<file path="src/rtl/streamer_pkg.sv">
package streamer_pkg;

  // datapath widths
  localparam int unsigned DATA_W = 32;
  localparam int unsigned ADDR_W = 32;
  localparam int unsigned LEN_W  = 16;   // word count and byte stride

  // response buffer depth per engine, also caps its outstanding requests
  localparam int unsigned BUF_DEPTH = 2;

  // requests that can be in flight on the shared port from both engines
  localparam int unsigned OUTST_MAX   = 2 * BUF_DEPTH;
  localparam int unsigned OUTST_PTR_W = $clog2(OUTST_MAX);
  localparam int unsigned OUTST_CNT_W = $clog2(OUTST_MAX + 1);

  // which load the streamer performs
  typedef enum logic [2:0] {
    LD_FEAT        = 3'd0,
    LD_WEIGHT      = 3'd1,
    LD_FEAT_WEIGHT = 3'd2,
    LD_NORM        = 3'd3,
    LD_STREAMIN    = 3'd4
  } ld_sel_e;

  // one engine's load description
  typedef struct packed {
    logic [ADDR_W-1:0] base;    // byte address of word 0
    logic [LEN_W-1:0]  stride;  // byte step between words
    logic [LEN_W-1:0]  len;     // number of words
  } load_cfg_t;

endpackage

</file>
<file path="src/rtl/mem_port_if.sv">
`timescale 1ns/1ps

interface mem_port_if;

  import streamer_pkg::*;

  logic              req;     // request valid, held until gnt
  logic [ADDR_W-1:0] addr;    // stable while req && !gnt
  logic              gnt;
  logic              rvalid;  // one per granted request, in grant order
  logic [DATA_W-1:0] rdata;

  modport engine (
    output req,
    output addr,
    input  gnt,
    input  rvalid,
    input  rdata
  );

  modport arbiter (
    input  req,
    input  addr,
    output gnt,
    output rvalid,
    output rdata
  );

endinterface

</file>
<file path="src/rtl/word_stream_if.sv">
`timescale 1ns/1ps

interface word_stream_if;

  import streamer_pkg::*;

  logic [DATA_W-1:0] data;
  logic              valid;
  logic              ready;
  logic              last;   // final word of a load

  modport source (
    output data,
    output valid,
    output last,
    input  ready
  );

  modport sink (
    input  data,
    input  valid,
    input  last,
    output ready
  );

endinterface

</file>
<file path="src/rtl/load_engine.sv">
`timescale 1ns/1ps

module load_engine #(
  parameter int unsigned FIFO_DEPTH = streamer_pkg::BUF_DEPTH
) (
  input  logic                    clk_i,
  input  logic                    rst_n_i,
  input  logic                    start_i,
  input  streamer_pkg::load_cfg_t cfg_i,
  mem_port_if.engine              mem,
  word_stream_if.source           out
);

  import streamer_pkg::*;

  localparam int unsigned PTR_W = (FIFO_DEPTH > 1) ? $clog2(FIFO_DEPTH) : 1;
  localparam int unsigned CNT_W = $clog2(FIFO_DEPTH + 1);

  load_cfg_t         cfg_q;
  logic              active_q;
  logic [ADDR_W-1:0] addr_q;
  logic [LEN_W-1:0]  req_cnt_q;   // requests granted so far
  logic [LEN_W-1:0]  out_cnt_q;   // words handed out so far
  logic [CNT_W-1:0]  outst_q;     // granted, response not yet seen
  logic [CNT_W-1:0]  buf_cnt_q;
  logic [PTR_W-1:0]  wr_ptr_q;
  logic [PTR_W-1:0]  rd_ptr_q;
  logic [DATA_W-1:0] buf_q [FIFO_DEPTH];

  logic [CNT_W:0]    in_flight;
  logic              credit_ok;
  logic              req_fire;
  logic              buf_empty;
  logic              bypass;
  logic              push;
  logic              pop;
  logic              out_fire;

  function automatic logic [PTR_W-1:0] ptr_inc(input logic [PTR_W-1:0] ptr);
    if (ptr == PTR_W'(FIFO_DEPTH - 1)) begin
      return '0;
    end
    return ptr + 1'b1;
  endfunction

  // every slot is either buffered or reserved by an outstanding request
  assign in_flight = buf_cnt_q + outst_q;
  assign credit_ok = in_flight < FIFO_DEPTH;

  assign mem.req   = active_q && (req_cnt_q != cfg_q.len) && credit_ok;
  assign mem.addr  = addr_q;
  assign req_fire  = mem.req & mem.gnt;

  assign buf_empty = (buf_cnt_q == '0);
  assign bypass    = buf_empty & mem.rvalid & out.ready;  // response goes straight out
  assign push      = mem.rvalid & ~bypass;
  assign pop       = ~buf_empty & out.ready;

  assign out.valid = ~buf_empty | mem.rvalid;
  assign out.data  = buf_empty ? mem.rdata : buf_q[rd_ptr_q];
  assign out.last  = (out_cnt_q == cfg_q.len - 1'b1);
  assign out_fire  = out.valid & out.ready;

  always_ff @(posedge clk_i) begin
    if (!rst_n_i) begin
      cfg_q     <= '0;
      active_q  <= 1'b0;
      addr_q    <= '0;
      req_cnt_q <= '0;
      out_cnt_q <= '0;
      outst_q   <= '0;
      buf_cnt_q <= '0;
      wr_ptr_q  <= '0;
      rd_ptr_q  <= '0;
    end else begin
      if (start_i) begin
        cfg_q     <= cfg_i;
        active_q  <= 1'b1;
        addr_q    <= cfg_i.base;
        req_cnt_q <= '0;
        out_cnt_q <= '0;
      end else begin
        if (req_fire) begin
          addr_q    <= addr_q + ADDR_W'(cfg_q.stride);
          req_cnt_q <= req_cnt_q + 1'b1;
        end
        if (out_fire) begin
          out_cnt_q <= out_cnt_q + 1'b1;
          if (out.last) begin
            active_q <= 1'b0;   // idle until next start
          end
        end
      end
      outst_q   <= outst_q + CNT_W'(req_fire) - CNT_W'(mem.rvalid);
      buf_cnt_q <= buf_cnt_q + CNT_W'(push) - CNT_W'(pop);
      if (push) begin
        wr_ptr_q <= ptr_inc(wr_ptr_q);
      end
      if (pop) begin
        rd_ptr_q <= ptr_inc(rd_ptr_q);
      end
    end
  end

  always_ff @(posedge clk_i) begin
    if (push) begin
      buf_q[wr_ptr_q] <= mem.rdata;
    end
  end

  // responses that come back must always find room in the buffer
  a_credit_bound: assert property (
    @(posedge clk_i) disable iff (!rst_n_i) in_flight <= FIFO_DEPTH
  ) else $error("load_engine: buffered plus outstanding exceeds %0d", FIFO_DEPTH);

endmodule

</file>
<file path="src/rtl/mem_arbiter.sv">
`timescale 1ns/1ps

module mem_arbiter (
  input  logic                            clk_i,
  input  logic                            rst_n_i,
  mem_port_if.arbiter                     act,
  mem_port_if.arbiter                     wt,
  output logic                            mem_req_o,
  output logic [streamer_pkg::ADDR_W-1:0] mem_addr_o,
  output logic                            mem_id_o,
  input  logic                            mem_gnt_i,
  input  logic                            mem_rvalid_i,
  input  logic                            mem_rid_i,
  input  logic [streamer_pkg::DATA_W-1:0] mem_rdata_i
);

  import streamer_pkg::*;

  logic                   prio_wt_q;   // weight engine wins the next tie
  logic                   sel_wt;
  logic                   grant;
  logic                   id_q [OUTST_MAX];
  logic [OUTST_PTR_W-1:0] id_wr_q;
  logic [OUTST_PTR_W-1:0] id_rd_q;
  logic [OUTST_CNT_W-1:0] id_cnt_q;

  // round robin only matters when both request
  assign sel_wt     = wt.req & (~act.req | prio_wt_q);
  assign mem_req_o  = act.req | wt.req;
  assign mem_addr_o = sel_wt ? wt.addr : act.addr;
  assign mem_id_o   = sel_wt;             // 0 act, 1 weight
  assign act.gnt    = mem_gnt_i & act.req & ~sel_wt;
  assign wt.gnt     = mem_gnt_i & sel_wt;
  assign grant      = mem_req_o & mem_gnt_i;

  // responses steered back by the echoed id
  assign act.rvalid = mem_rvalid_i & ~mem_rid_i;
  assign wt.rvalid  = mem_rvalid_i & mem_rid_i;
  assign act.rdata  = mem_rdata_i;
  assign wt.rdata   = mem_rdata_i;

  always_ff @(posedge clk_i) begin
    if (!rst_n_i) begin
      prio_wt_q <= 1'b0;
      id_wr_q   <= '0;
      id_rd_q   <= '0;
      id_cnt_q  <= '0;
    end else begin
      if (grant) begin
        prio_wt_q <= ~sel_wt;
        id_wr_q   <= (id_wr_q == OUTST_PTR_W'(OUTST_MAX - 1)) ? '0 : id_wr_q + 1'b1;
      end
      if (mem_rvalid_i) begin
        id_rd_q <= (id_rd_q == OUTST_PTR_W'(OUTST_MAX - 1)) ? '0 : id_rd_q + 1'b1;
      end
      id_cnt_q <= id_cnt_q + OUTST_CNT_W'(grant) - OUTST_CNT_W'(mem_rvalid_i);
    end
  end

  always_ff @(posedge clk_i) begin
    if (grant) begin
      id_q[id_wr_q] <= sel_wt;
    end
  end

  a_rvalid_outstanding: assert property (
    @(posedge clk_i) disable iff (!rst_n_i) mem_rvalid_i |-> id_cnt_q != '0
  ) else $error("mem_arbiter: response with no request outstanding");

  // memory must answer in grant order
  a_rid_in_order: assert property (
    @(posedge clk_i) disable iff (!rst_n_i) mem_rvalid_i |-> mem_rid_i == id_q[id_rd_q]
  ) else $error("mem_arbiter: response id out of grant order");

endmodule

</file>
<file path="src/rtl/load_dispatcher.sv">
`timescale 1ns/1ps

module load_dispatcher (
  input  logic                            clk_i,
  input  logic                            rst_n_i,
  input  logic                            start_i,
  input  streamer_pkg::ld_sel_e           ld_sel_i,
  input  logic                            wmem_sel_i,
  output logic                            act_start_o,
  output logic                            wt_start_o,
  word_stream_if.sink                     act,
  word_stream_if.sink                     wt,
  output logic [streamer_pkg::DATA_W-1:0] feat_data_o,
  output logic                            feat_valid_o,
  output logic                            feat_last_o,
  input  logic                            feat_ready_i,
  output logic [streamer_pkg::DATA_W-1:0] weight_data_o,
  output logic                            weight_valid_o,
  output logic                            weight_last_o,
  input  logic                            weight_ready_i,
  output logic [streamer_pkg::DATA_W-1:0] norm_data_o,
  output logic                            norm_valid_o,
  output logic                            norm_last_o,
  input  logic                            norm_ready_i,
  output logic [streamer_pkg::DATA_W-1:0] streamin_data_o,
  output logic                            streamin_valid_o,
  output logic                            streamin_last_o,
  input  logic                            streamin_ready_i,
  output logic                            busy_o,
  output logic                            done_o
);

  import streamer_pkg::*;

  logic start_ok;
  logic run_act_d;
  logic run_wt_d;
  logic [3:0] route_d;   // {streamin, norm, weight, feat}
  logic run_act_q;
  logic run_wt_q;
  logic [3:0] route_q;
  logic act_done_q;
  logic wt_done_q;
  logic busy_q;
  logic done_q;
  logic act_end;
  logic wt_end;
  logic all_end;

  always_comb begin
    run_act_d = 1'b1;
    run_wt_d  = 1'b0;
    route_d   = 4'b0001;
    case (ld_sel_i)
      LD_WEIGHT: begin
        run_act_d = ~wmem_sel_i;
        run_wt_d  = wmem_sel_i;   // dedicated weight path
        route_d   = 4'b0010;
      end
      LD_FEAT_WEIGHT: run_wt_d = 1'b1;
      LD_NORM:        route_d  = 4'b0100;
      LD_STREAMIN:    route_d  = 4'b1000;
      default:        route_d  = 4'b0001;
    endcase
  end

  assign start_ok    = start_i & ~busy_q;   // ignored while busy
  assign act_start_o = start_ok & run_act_d;
  assign wt_start_o  = start_ok & run_wt_d;

  // activation stream fans out, valid picks the destination
  assign feat_data_o      = act.data;
  assign feat_last_o      = act.last;
  assign feat_valid_o     = act.valid & route_q[0];
  assign norm_data_o      = act.data;
  assign norm_last_o      = act.last;
  assign norm_valid_o     = act.valid & route_q[2];
  assign streamin_data_o  = act.data;
  assign streamin_last_o  = act.last;
  assign streamin_valid_o = act.valid & route_q[3];

  assign weight_data_o  = run_wt_q ? wt.data : act.data;
  assign weight_last_o  = run_wt_q ? wt.last : act.last;
  assign weight_valid_o = run_wt_q ? wt.valid : act.valid & route_q[1];

  assign act.ready = (route_q[0] & feat_ready_i) | (route_q[2] & norm_ready_i) |
                     (route_q[3] & streamin_ready_i) |
                     (route_q[1] & ~run_wt_q & weight_ready_i);
  assign wt.ready  = run_wt_q & weight_ready_i;

  assign act_end = ~run_act_q | act_done_q | (act.valid & act.ready & act.last);
  assign wt_end  = ~run_wt_q | wt_done_q | (wt.valid & wt.ready & wt.last);
  assign all_end = busy_q & act_end & wt_end;

  always_ff @(posedge clk_i) begin
    if (!rst_n_i) begin
      run_act_q  <= 1'b0;
      run_wt_q   <= 1'b0;
      route_q    <= '0;
      act_done_q <= 1'b0;
      wt_done_q  <= 1'b0;
      busy_q     <= 1'b0;
      done_q     <= 1'b0;
    end else begin
      done_q <= all_end;
      if (start_ok) begin
        run_act_q  <= run_act_d;
        run_wt_q   <= run_wt_d;
        route_q    <= route_d;
        act_done_q <= 1'b0;
        wt_done_q  <= 1'b0;
        busy_q     <= 1'b1;
      end else if (all_end) begin
        busy_q <= 1'b0;
      end else begin
        act_done_q <= act_done_q | (act.valid & act.ready & act.last);
        wt_done_q  <= wt_done_q | (wt.valid & wt.ready & wt.last);
      end
    end
  end

  assign busy_o = busy_q;
  assign done_o = done_q;

  property p_hold(logic vld, logic rdy, logic [DATA_W-1:0] dat, logic lst);
    @(posedge clk_i) disable iff (!rst_n_i)
      vld && !rdy |=> vld && $stable(dat) && $stable(lst);
  endproperty

  a_feat_hold:     assert property (p_hold(feat_valid_o, feat_ready_i, feat_data_o,
                                           feat_last_o));
  a_weight_hold:   assert property (p_hold(weight_valid_o, weight_ready_i, weight_data_o,
                                           weight_last_o));
  a_norm_hold:     assert property (p_hold(norm_valid_o, norm_ready_i, norm_data_o,
                                           norm_last_o));
  a_streamin_hold: assert property (p_hold(streamin_valid_o, streamin_ready_i,
                                           streamin_data_o, streamin_last_o));

endmodule

</file>
<file path="src/rtl/neureka_streamer_top.sv">
`timescale 1ns/1ps

module neureka_streamer_top (
  input  logic                            clk_i,
  input  logic                            rst_n_i,
  input  logic                            start_i,
  input  streamer_pkg::ld_sel_e           ld_sel_i,
  input  logic                            wmem_sel_i,
  input  logic [streamer_pkg::ADDR_W-1:0] act_base_i,
  input  logic [streamer_pkg::LEN_W-1:0]  act_stride_i,
  input  logic [streamer_pkg::LEN_W-1:0]  act_len_i,
  input  logic [streamer_pkg::ADDR_W-1:0] wt_base_i,
  input  logic [streamer_pkg::LEN_W-1:0]  wt_stride_i,
  input  logic [streamer_pkg::LEN_W-1:0]  wt_len_i,
  output logic                            busy_o,
  output logic                            done_o,
  output logic                            mem_req_o,
  output logic [streamer_pkg::ADDR_W-1:0] mem_addr_o,
  output logic                            mem_id_o,
  input  logic                            mem_gnt_i,
  input  logic                            mem_rvalid_i,
  input  logic                            mem_rid_i,
  input  logic [streamer_pkg::DATA_W-1:0] mem_rdata_i,
  output logic [streamer_pkg::DATA_W-1:0] feat_data_o,
  output logic                            feat_valid_o,
  output logic                            feat_last_o,
  input  logic                            feat_ready_i,
  output logic [streamer_pkg::DATA_W-1:0] weight_data_o,
  output logic                            weight_valid_o,
  output logic                            weight_last_o,
  input  logic                            weight_ready_i,
  output logic [streamer_pkg::DATA_W-1:0] norm_data_o,
  output logic                            norm_valid_o,
  output logic                            norm_last_o,
  input  logic                            norm_ready_i,
  output logic [streamer_pkg::DATA_W-1:0] streamin_data_o,
  output logic                            streamin_valid_o,
  output logic                            streamin_last_o,
  input  logic                            streamin_ready_i
);

  import streamer_pkg::*;

  load_cfg_t act_cfg;
  load_cfg_t wt_cfg;
  logic      act_start;
  logic      wt_start;

  mem_port_if    act_mem ();
  mem_port_if    wt_mem ();
  word_stream_if act_stream ();
  word_stream_if wt_stream ();

  assign act_cfg = '{base: act_base_i, stride: act_stride_i, len: act_len_i};
  assign wt_cfg  = '{base: wt_base_i, stride: wt_stride_i, len: wt_len_i};

  // shared memory path
  load_engine i_act_engine (
    .clk_i   ( clk_i      ),
    .rst_n_i ( rst_n_i    ),
    .start_i ( act_start  ),
    .cfg_i   ( act_cfg    ),
    .mem     ( act_mem    ),
    .out     ( act_stream )
  );

  // dedicated weight path
  load_engine i_wt_engine (
    .clk_i   ( clk_i     ),
    .rst_n_i ( rst_n_i   ),
    .start_i ( wt_start  ),
    .cfg_i   ( wt_cfg    ),
    .mem     ( wt_mem    ),
    .out     ( wt_stream )
  );

  mem_arbiter i_mem_arbiter (
    .clk_i        ( clk_i        ),
    .rst_n_i      ( rst_n_i      ),
    .act          ( act_mem      ),
    .wt           ( wt_mem       ),
    .mem_req_o    ( mem_req_o    ),
    .mem_addr_o   ( mem_addr_o   ),
    .mem_id_o     ( mem_id_o     ),
    .mem_gnt_i    ( mem_gnt_i    ),
    .mem_rvalid_i ( mem_rvalid_i ),
    .mem_rid_i    ( mem_rid_i    ),
    .mem_rdata_i  ( mem_rdata_i  )
  );

  load_dispatcher i_load_dispatcher (
    .clk_i            ( clk_i            ),
    .rst_n_i          ( rst_n_i          ),
    .start_i          ( start_i          ),
    .ld_sel_i         ( ld_sel_i         ),
    .wmem_sel_i       ( wmem_sel_i       ),
    .act_start_o      ( act_start        ),
    .wt_start_o       ( wt_start         ),
    .act              ( act_stream       ),
    .wt               ( wt_stream        ),
    .feat_data_o      ( feat_data_o      ),
    .feat_valid_o     ( feat_valid_o     ),
    .feat_last_o      ( feat_last_o      ),
    .feat_ready_i     ( feat_ready_i     ),
    .weight_data_o    ( weight_data_o    ),
    .weight_valid_o   ( weight_valid_o   ),
    .weight_last_o    ( weight_last_o    ),
    .weight_ready_i   ( weight_ready_i   ),
    .norm_data_o      ( norm_data_o      ),
    .norm_valid_o     ( norm_valid_o     ),
    .norm_last_o      ( norm_last_o      ),
    .norm_ready_i     ( norm_ready_i     ),
    .streamin_data_o  ( streamin_data_o  ),
    .streamin_valid_o ( streamin_valid_o ),
    .streamin_last_o  ( streamin_last_o  ),
    .streamin_ready_i ( streamin_ready_i ),
    .busy_o           ( busy_o           ),
    .done_o           ( done_o           )
  );

endmodule

</file>
<file path="config.mk">
export PLATFORM = sky130hd
export DESIGN_NAME = neureka_streamer_top
export DESIGN_NICKNAME = d
export VERILOG_FILES = /design/src/rtl/streamer_pkg.sv /design/src/rtl/mem_port_if.sv /design/src/rtl/word_stream_if.sv /design/src/rtl/load_engine.sv /design/src/rtl/mem_arbiter.sv /design/src/rtl/load_dispatcher.sv /design/src/rtl/neureka_streamer_top.sv
export SDC_FILE = /design/constraint.sdc
export NUM_CORES = 1
export LEC_CHECK = 0
export ABC_AREA = 0
export BUFFER_PORTS_ARGS = -buffer_cell sky130_fd_sc_hd__buf_2
export CORE_MARGIN = 2
export CORE_UTILIZATION = 51
export DETAILED_ROUTE_END_ITERATION = 8
export PLACE_DENSITY = 0.82
export SYNTH_ARGS = -nofsm -noshare
export SYNTH_HDL_FRONTEND = slang
export SYNTH_SLANG_ARGS = --single-unit
</file>
<file path="constraint.sdc">
create_clock -name clk_i -period 2.73 [get_ports clk_i]
set_input_delay 0.273 -clock clk_i [delete_from_list [all_inputs] [get_ports clk_i]]
set_output_delay 0.273 -clock clk_i [all_outputs]
set_load 0.03 [all_outputs]
</file>
== Word level (Yosys, flattened, before mapping) ==
Memories as Yosys holds them, arrays and structs flattened. A register that Yosys moved wholly into a read port is not among the register bits.
Cells that the tools add are included.
Operators by class
  muxes and demuxes: 49
  equality and inequality tests: 8
  bitwise operators: 61
  $add $sub $neg: 22
  reduce and logical (&&, ||, !) cells: 18
  magnitude comparators: 2
Operator list (number)
  32-bit 2-to-1 mux: 8
  16-bit by 1-bit adder with 16-bit output, second input constant: 4
  32-bit by 16-bit adder with 32-bit output: 2
  1-bit 2-to-1 mux: 39
  1-bit AND: 36
  16-bit == test: 2
  16-bit inequality test: 2
  16-bit by 1-bit subtractor with 16-bit output, second input constant: 2
  2-bit nonzero test: 7
  1-bit OR: 13
  1-bit inverter: 12
  4-bit one-hot mux with 3 select lines: 1
  2-bit by 1-bit adder with 2-bit output: 4
  2-bit by 1-bit subtractor with 2-bit output: 4
  2-bit by 2-bit adder with 3-bit output: 2
  3-bit by 2-bit == test with 1-bit output, second input constant: 2
  3-bit by 2-bit less-than comparator with 1-bit output, second input constant: 2
  2-bit OR reduction: 3
  1-bit adder, second input constant: 4
  1-bit logical AND: 4
  2-bit logical NOT: 2
  2-bit AND reduction: 2
  3-bit by 1-bit == test with 1-bit output, second input constant: 1
  3-bit == test, second input constant: 1
  1-bit one-hot mux with 2 select lines: 1
Word-level totals
  memory bits (writable): 128
  bits of input ports: 174
  logic and storage cells: 190
  register bits after elaboration: 217
  memories kept: 2
Memories
  i_act_engine.buf_q: words 2, width 32, rd ports 1, clocked after Yosys merged registers in 1, wr ports 1, RTL line load_engine.sv:28  | logic [DATA_W-1:0] buf_q [FIFO_DEPTH];
  i_wt_engine.buf_q: words 2, width 32, rd ports 1, clocked after Yosys merged registers in 1, wr ports 1, RTL line load_engine.sv:28

== Depth between registers and ports, before layout ==
  depth in word-level cells: 11
  depth in mapped cells: 13
  gate-level depth less buffers: 12

== By module ==
Synthesis repeated with hierarchy kept, for this count alone.
Second synthesis, totals
  cell total of the unflattened synthesis: 2084
  area, all modules: 20188.1 sq um
Modules (own cells, without submodules)
  load_engine at i_act_engine: sequential area each 4003.8 sq um, cells each 884, times used 1, area an instance 8894.8 sq um
  load_engine at i_wt_engine: sequential area each 4003.8 sq um, cells each 889, times used 1, area an instance 8680.8 sq um
  load_dispatcher: sequential area each 200.2 sq um, cells each 199, times used 1, area an instance 1642.8 sq um
  mem_arbiter: sequential area each 20.0 sq um, cells each 112, times used 1, area an instance 969.7 sq um

== Worst setup path before layout ==
No wires, ideal clock.
  path kind: register to output
  start point: reg i_act_engine.cfg_q[6] in the netlist's numbering
  end point: out weight_last_o
  cell stages (with the launch flop): 10
  slack: -1.218 ns
  arrival: 3.675 ns
  required time: 2.457 ns
  buffers on the path: 1
  path through: dfxtp_1 buf_6 or3_4 or4_4 o21a_1 or3_4 a21oi_1 nor2b_1 nor4bb_1 mux2_2
Between the ends
  cells in the longest elaborated chain, start to end: 3
Ends and longest elaborated chain
  start, declared: RTL line load_engine.sv:19  | load_cfg_t cfg_q;
  start signal, assigned: RTL line load_engine.sv:77  | cfg_q <= cfg_i;
  16-bit by 1-bit subtractor with 16-bit output: RTL line load_engine.sv:61  | assign out.last = (out_cnt_q == cfg_q.len - 1'b1);
  16-bit == test: RTL line load_engine.sv:61
  named net feat_last_o: RTL line neureka_streamer_top.sv:26  | output logic feat_last_o,
  1-bit 2-to-1 mux: RTL line load_dispatcher.sv:83  | assign weight_last_o = run_wt_q ? wt.last : act.last;
  end, declared: RTL line neureka_streamer_top.sv:30  | output logic weight_last_o,
The timed path passes the listed nets, and every way through them passes these cells.

== Worst setup path after layout ==
  start point: reg i_wt_engine.cfg_q[1] in the netlist's numbering
  end point: out weight_last_o
Between the ends
  cells in the longest elaborated chain, start to end: 3
Ends and longest elaborated chain (RTL line)
  start, declared: load_engine.sv:19
  start signal, assigned: load_engine.sv:77
  16-bit by 1-bit subtractor with 16-bit output: load_engine.sv:61
  16-bit == test: load_engine.sv:61
  1-bit 2-to-1 mux: load_dispatcher.sv:83
No other way between the ends.

==> impl_metrics.toml <==
[timing]
finalSetupTns_ps = -18320
final_max_slew_viol_count = 0
max_freq_mhz = 288
hold_viol = 0
fin_ws_ps = -743
worst_pin_slew_ps = 682
slew_headroom = 0.542
rsz0062_at_grt = "true"
final-setup-viol-count = 50
min_period_ps = 3470
clock_skew_ps = 26.8
min_period_over_period = 1.27

[logic_synthesis]
ys_seq_area_frac = 0.439
ys_types = 75
synth_edf_count = 128
yosys_warnings = 0
synth_cells = 2056
avgSynthCellArea_um2 = 9.12
synth_area_um2 = 18700
synth_area_leaders = "dfxtp_1, edfxtp_1, nand2_1"
synth_top_area_cell = "dfxtp_1"
synthArstFlopShare = 0
synth_top_area_frac = 0.234
syn-num-nets = 2280
ys_ff_latch = 347
synth_top_flop_cell = "dfxtp_1"

[detailed_routing]
highest_layer = "met4"
drc_errors = 0
vias = 17700
drt_first_pass_iters = 6
vias_per_cell = 5.78
met3_length_mm = 4.68
drt-met1-wl_mm = 22.7
wl_per_cell_um = 19.8
wl_mm = 60.6
drt_iter0_markers = 1281
wl_met2_mm = 29.2
ant_nets = 0

[die]
start_util = 0.514
die_y_um = 196
io_pins = 346
fp.dieW_um = 196
design.die.area_um2 = 38300
row_count = 70
core_area_um2 = 36400

[clock_tree]
h-tree-depth = 2
cts_root_buf = "clkbuf_16"
cts_max_path_buffers = 3
cts_tree = "yes"
clock_latency_ps = 550
clk_pin_slew_ps = 60
cts.sinks = 347
cts_buffers = 38

[grt]
grt_pass1_vias = 17200
grt_start_max_net_pins = 63
grt_use_total = 0.296
grt_pass1_wl_mm = 89.9
antenna_found_initial = 2
overflow = 0

[placed_design]
port_buffers = 345
post-place-ws_ps = -562
gp_congestion = 0.918
dp_hpwl_mm = 39.4

[power_and_ir_drop]
p_leak_nw = 10.3
ir_worst_vdd_uv = 449
powerDensity_nw_per_um2 = 598
power_mw = 15.2

[cells_and_area]
fillers = 2479
final_net_count = 2786
area_growth_pct = 35.4
drive_above_1_share = 0.315

[worst_setup_path]
cp-start-kind = "flip-flop"
worstPathMaxFanout = 4
critPathKind = "flip-flop to output pin"
arrival_ps = 3200
cp.required_ps = 2460
end_kind = "output pin"

[outcome]
violations = "negative setup slack"
status = "complete, but fails checks"

[hold_path]
hp-class = "input port to flip-flop"

[flow_run]
maxCapViolCount = 0
-- worst max-delay path, stage by stage, from the launching register on --
cell,delay (ps)
dfxtp_2,340
or4_4,510
or3_4,410
a2111oi_4,390
a21boi_2,240
nand3_2,100
a2111oi_4,210
buf_4,190
mux2_4,150
buf_6,120
-- placed cells by master, fill, tap and decap left out, drive strengths merged, types with 46 or more instances in the layout --
master and n:
a21oi 137, mux2i 70, ha 46, edfxtp 128
xor2 72, dfxtp 219, xnor2 113, nand2 308
o21ai 122, clkbuf 54, buf 558, nor2 169
dlygate4sd3 89, mux2 64
-- logic make-up after synthesis --
logic type | count (synthesis) | synth area share
flip-flops | 347 | 0.439
AO/OA/AOI/OAI | 397 | 0.129
AND/OR/NAND/NOR | 718 | 0.176
adder cells (fa/ha/maj) | 50 | 0.0350
multiplexers | 134 | 0.0758
buffers and inverters | 225 | 0.0588
XOR/XNOR | 185 | 0.0865
-- path summary, 6_finish.rpt --
path,startpoint,endpoint,slack (ps),cells after the start
min reg2reg,i_wt_engine.cfg_q[29]$_SDFFE_PN0P_,i_wt_engine.cfg_q[29]$_SDFFE_PN0P_,460,2
max,i_wt_engine.cfg_q[1]$_SDFFE_PN0P_,weight_last_o,-740,9
max reg2reg,i_wt_engine.mem.addr[0]$_SDFFE_PN0P_,i_wt_engine.mem.addr[26]$_SDFFE_PN0P_,-190,13
min,act_base_i[25],i_act_engine.mem.addr[25]$_SDFFE_PN0P_,20,3
-- synth_stat cells (3+ instances only) --
cell,n
nand2_1,308
dfxtp_1,219
nor2_1,169
a21oi_1,137
edfxtp_1,128
o21ai_0,120
xnor2_1,113
clkbuf_1,100
xor2_1,72
mux2i_1,70
buf_4,66
mux2_2,64
ha_1,46
inv_1,39
nor3_1,34
nand4_1,33
nand3_1,31
nor4_1,26
and3_1,25
a311oi_1,23
a211oi_1,20
a21o_1,18
buf_1,16
and2_1,15
nor3b_1,13
o31ai_1,13
or3_1,13
or4_1,13
a31oi_1,11
nor2b_1,10
nand2b_1,8
o21a_1,6
nand4b_1,5
o211ai_1,5
o21bai_1,5
fa_1,4
or2_2,4
a21boi_0,3
a31o_2,3
and4_1,3
-- report_power, final --
| group | leakage, nW | switching (mW) | internal, mW |
|---|---|---|---|
| logic | 6.68 | 2.51 | 1.52 |
| registers | 2.97 | 0.172 | 5.59 |
| clock network | 0.653 | 2.10 | 3.28 |
| total | 10.3 | 4.79 | 10.4 |
-- what timing repair did --
item | 4_1_cts | 5_1_grt
hold endpoints to repair | 170 | 0
hold buffers | 89 | 0
setup buffers | 49 | 18
pin swaps | 37 | 38
gates cloned | 5 | 2
setup endpoints to repair | 64 | 130
gates resized for setup | 194 | 101
-- per-layer routing --
layer,GRT usage,up-vias
met4,0.160,0
met5,0,-
met3,0.0468,256
met2,0.528,978
met1,0.340,8252
li1,-,8215
-- per-stage QoR --
| stage | hold WS [ps] | area, um2 | util | std cells |
|---|---|---|---|---|
| 3_5_place_dp | 455 | 21600 | 0.592 | 2848 |
| 2_1_floorplan | 372 | 18800 | - | 2056 |
| 6_report | 18.4 | 25400 | 0.696 | 3062 |
| 4_1_cts | 0.500 | 24900 | 0.685 | 3058 |
| 3_3_place_gp | 448 | 21600 | 0.592 | 2848 |
| 5_1_grt | 2.18 | 25400 | 0.696 | 3061 |
-- flip-flops by register name, summed over array words and instances (netlist names), 2 cells and up, named ones only --
register and cells:
i_act_engine.buf_cnt_q 2, i_act_engine.buf_q 64, i_act_engine.cfg_q 32, i_act_engine.mem.addr 32
i_act_engine.out_cnt_q 16, i_act_engine.outst_q 2, i_act_engine.req_cnt_q 16, i_load_dispatcher.route_q 4
i_wt_engine.buf_cnt_q 2, i_wt_engine.buf_q 64, i_wt_engine.cfg_q 32, i_wt_engine.mem.addr 32
i_wt_engine.out_cnt_q 16, i_wt_engine.outst_q 2, i_wt_engine.req_cnt_q 16
-- final cells by class --
class	instances	area [um2]	share of cell area
diodes	2	5.00	0.000197
clock buffers	52	1130	0.0444
clock inverters	18	199	0.00784
inverters	40	153	0.00602
multi-input cells	1486	10200	0.401
flip-flops and latches	347	8260	0.325
well taps	468	586	0.0231
repair buffers	649	4870	0.192
Power figures use the tool's default switching activity.
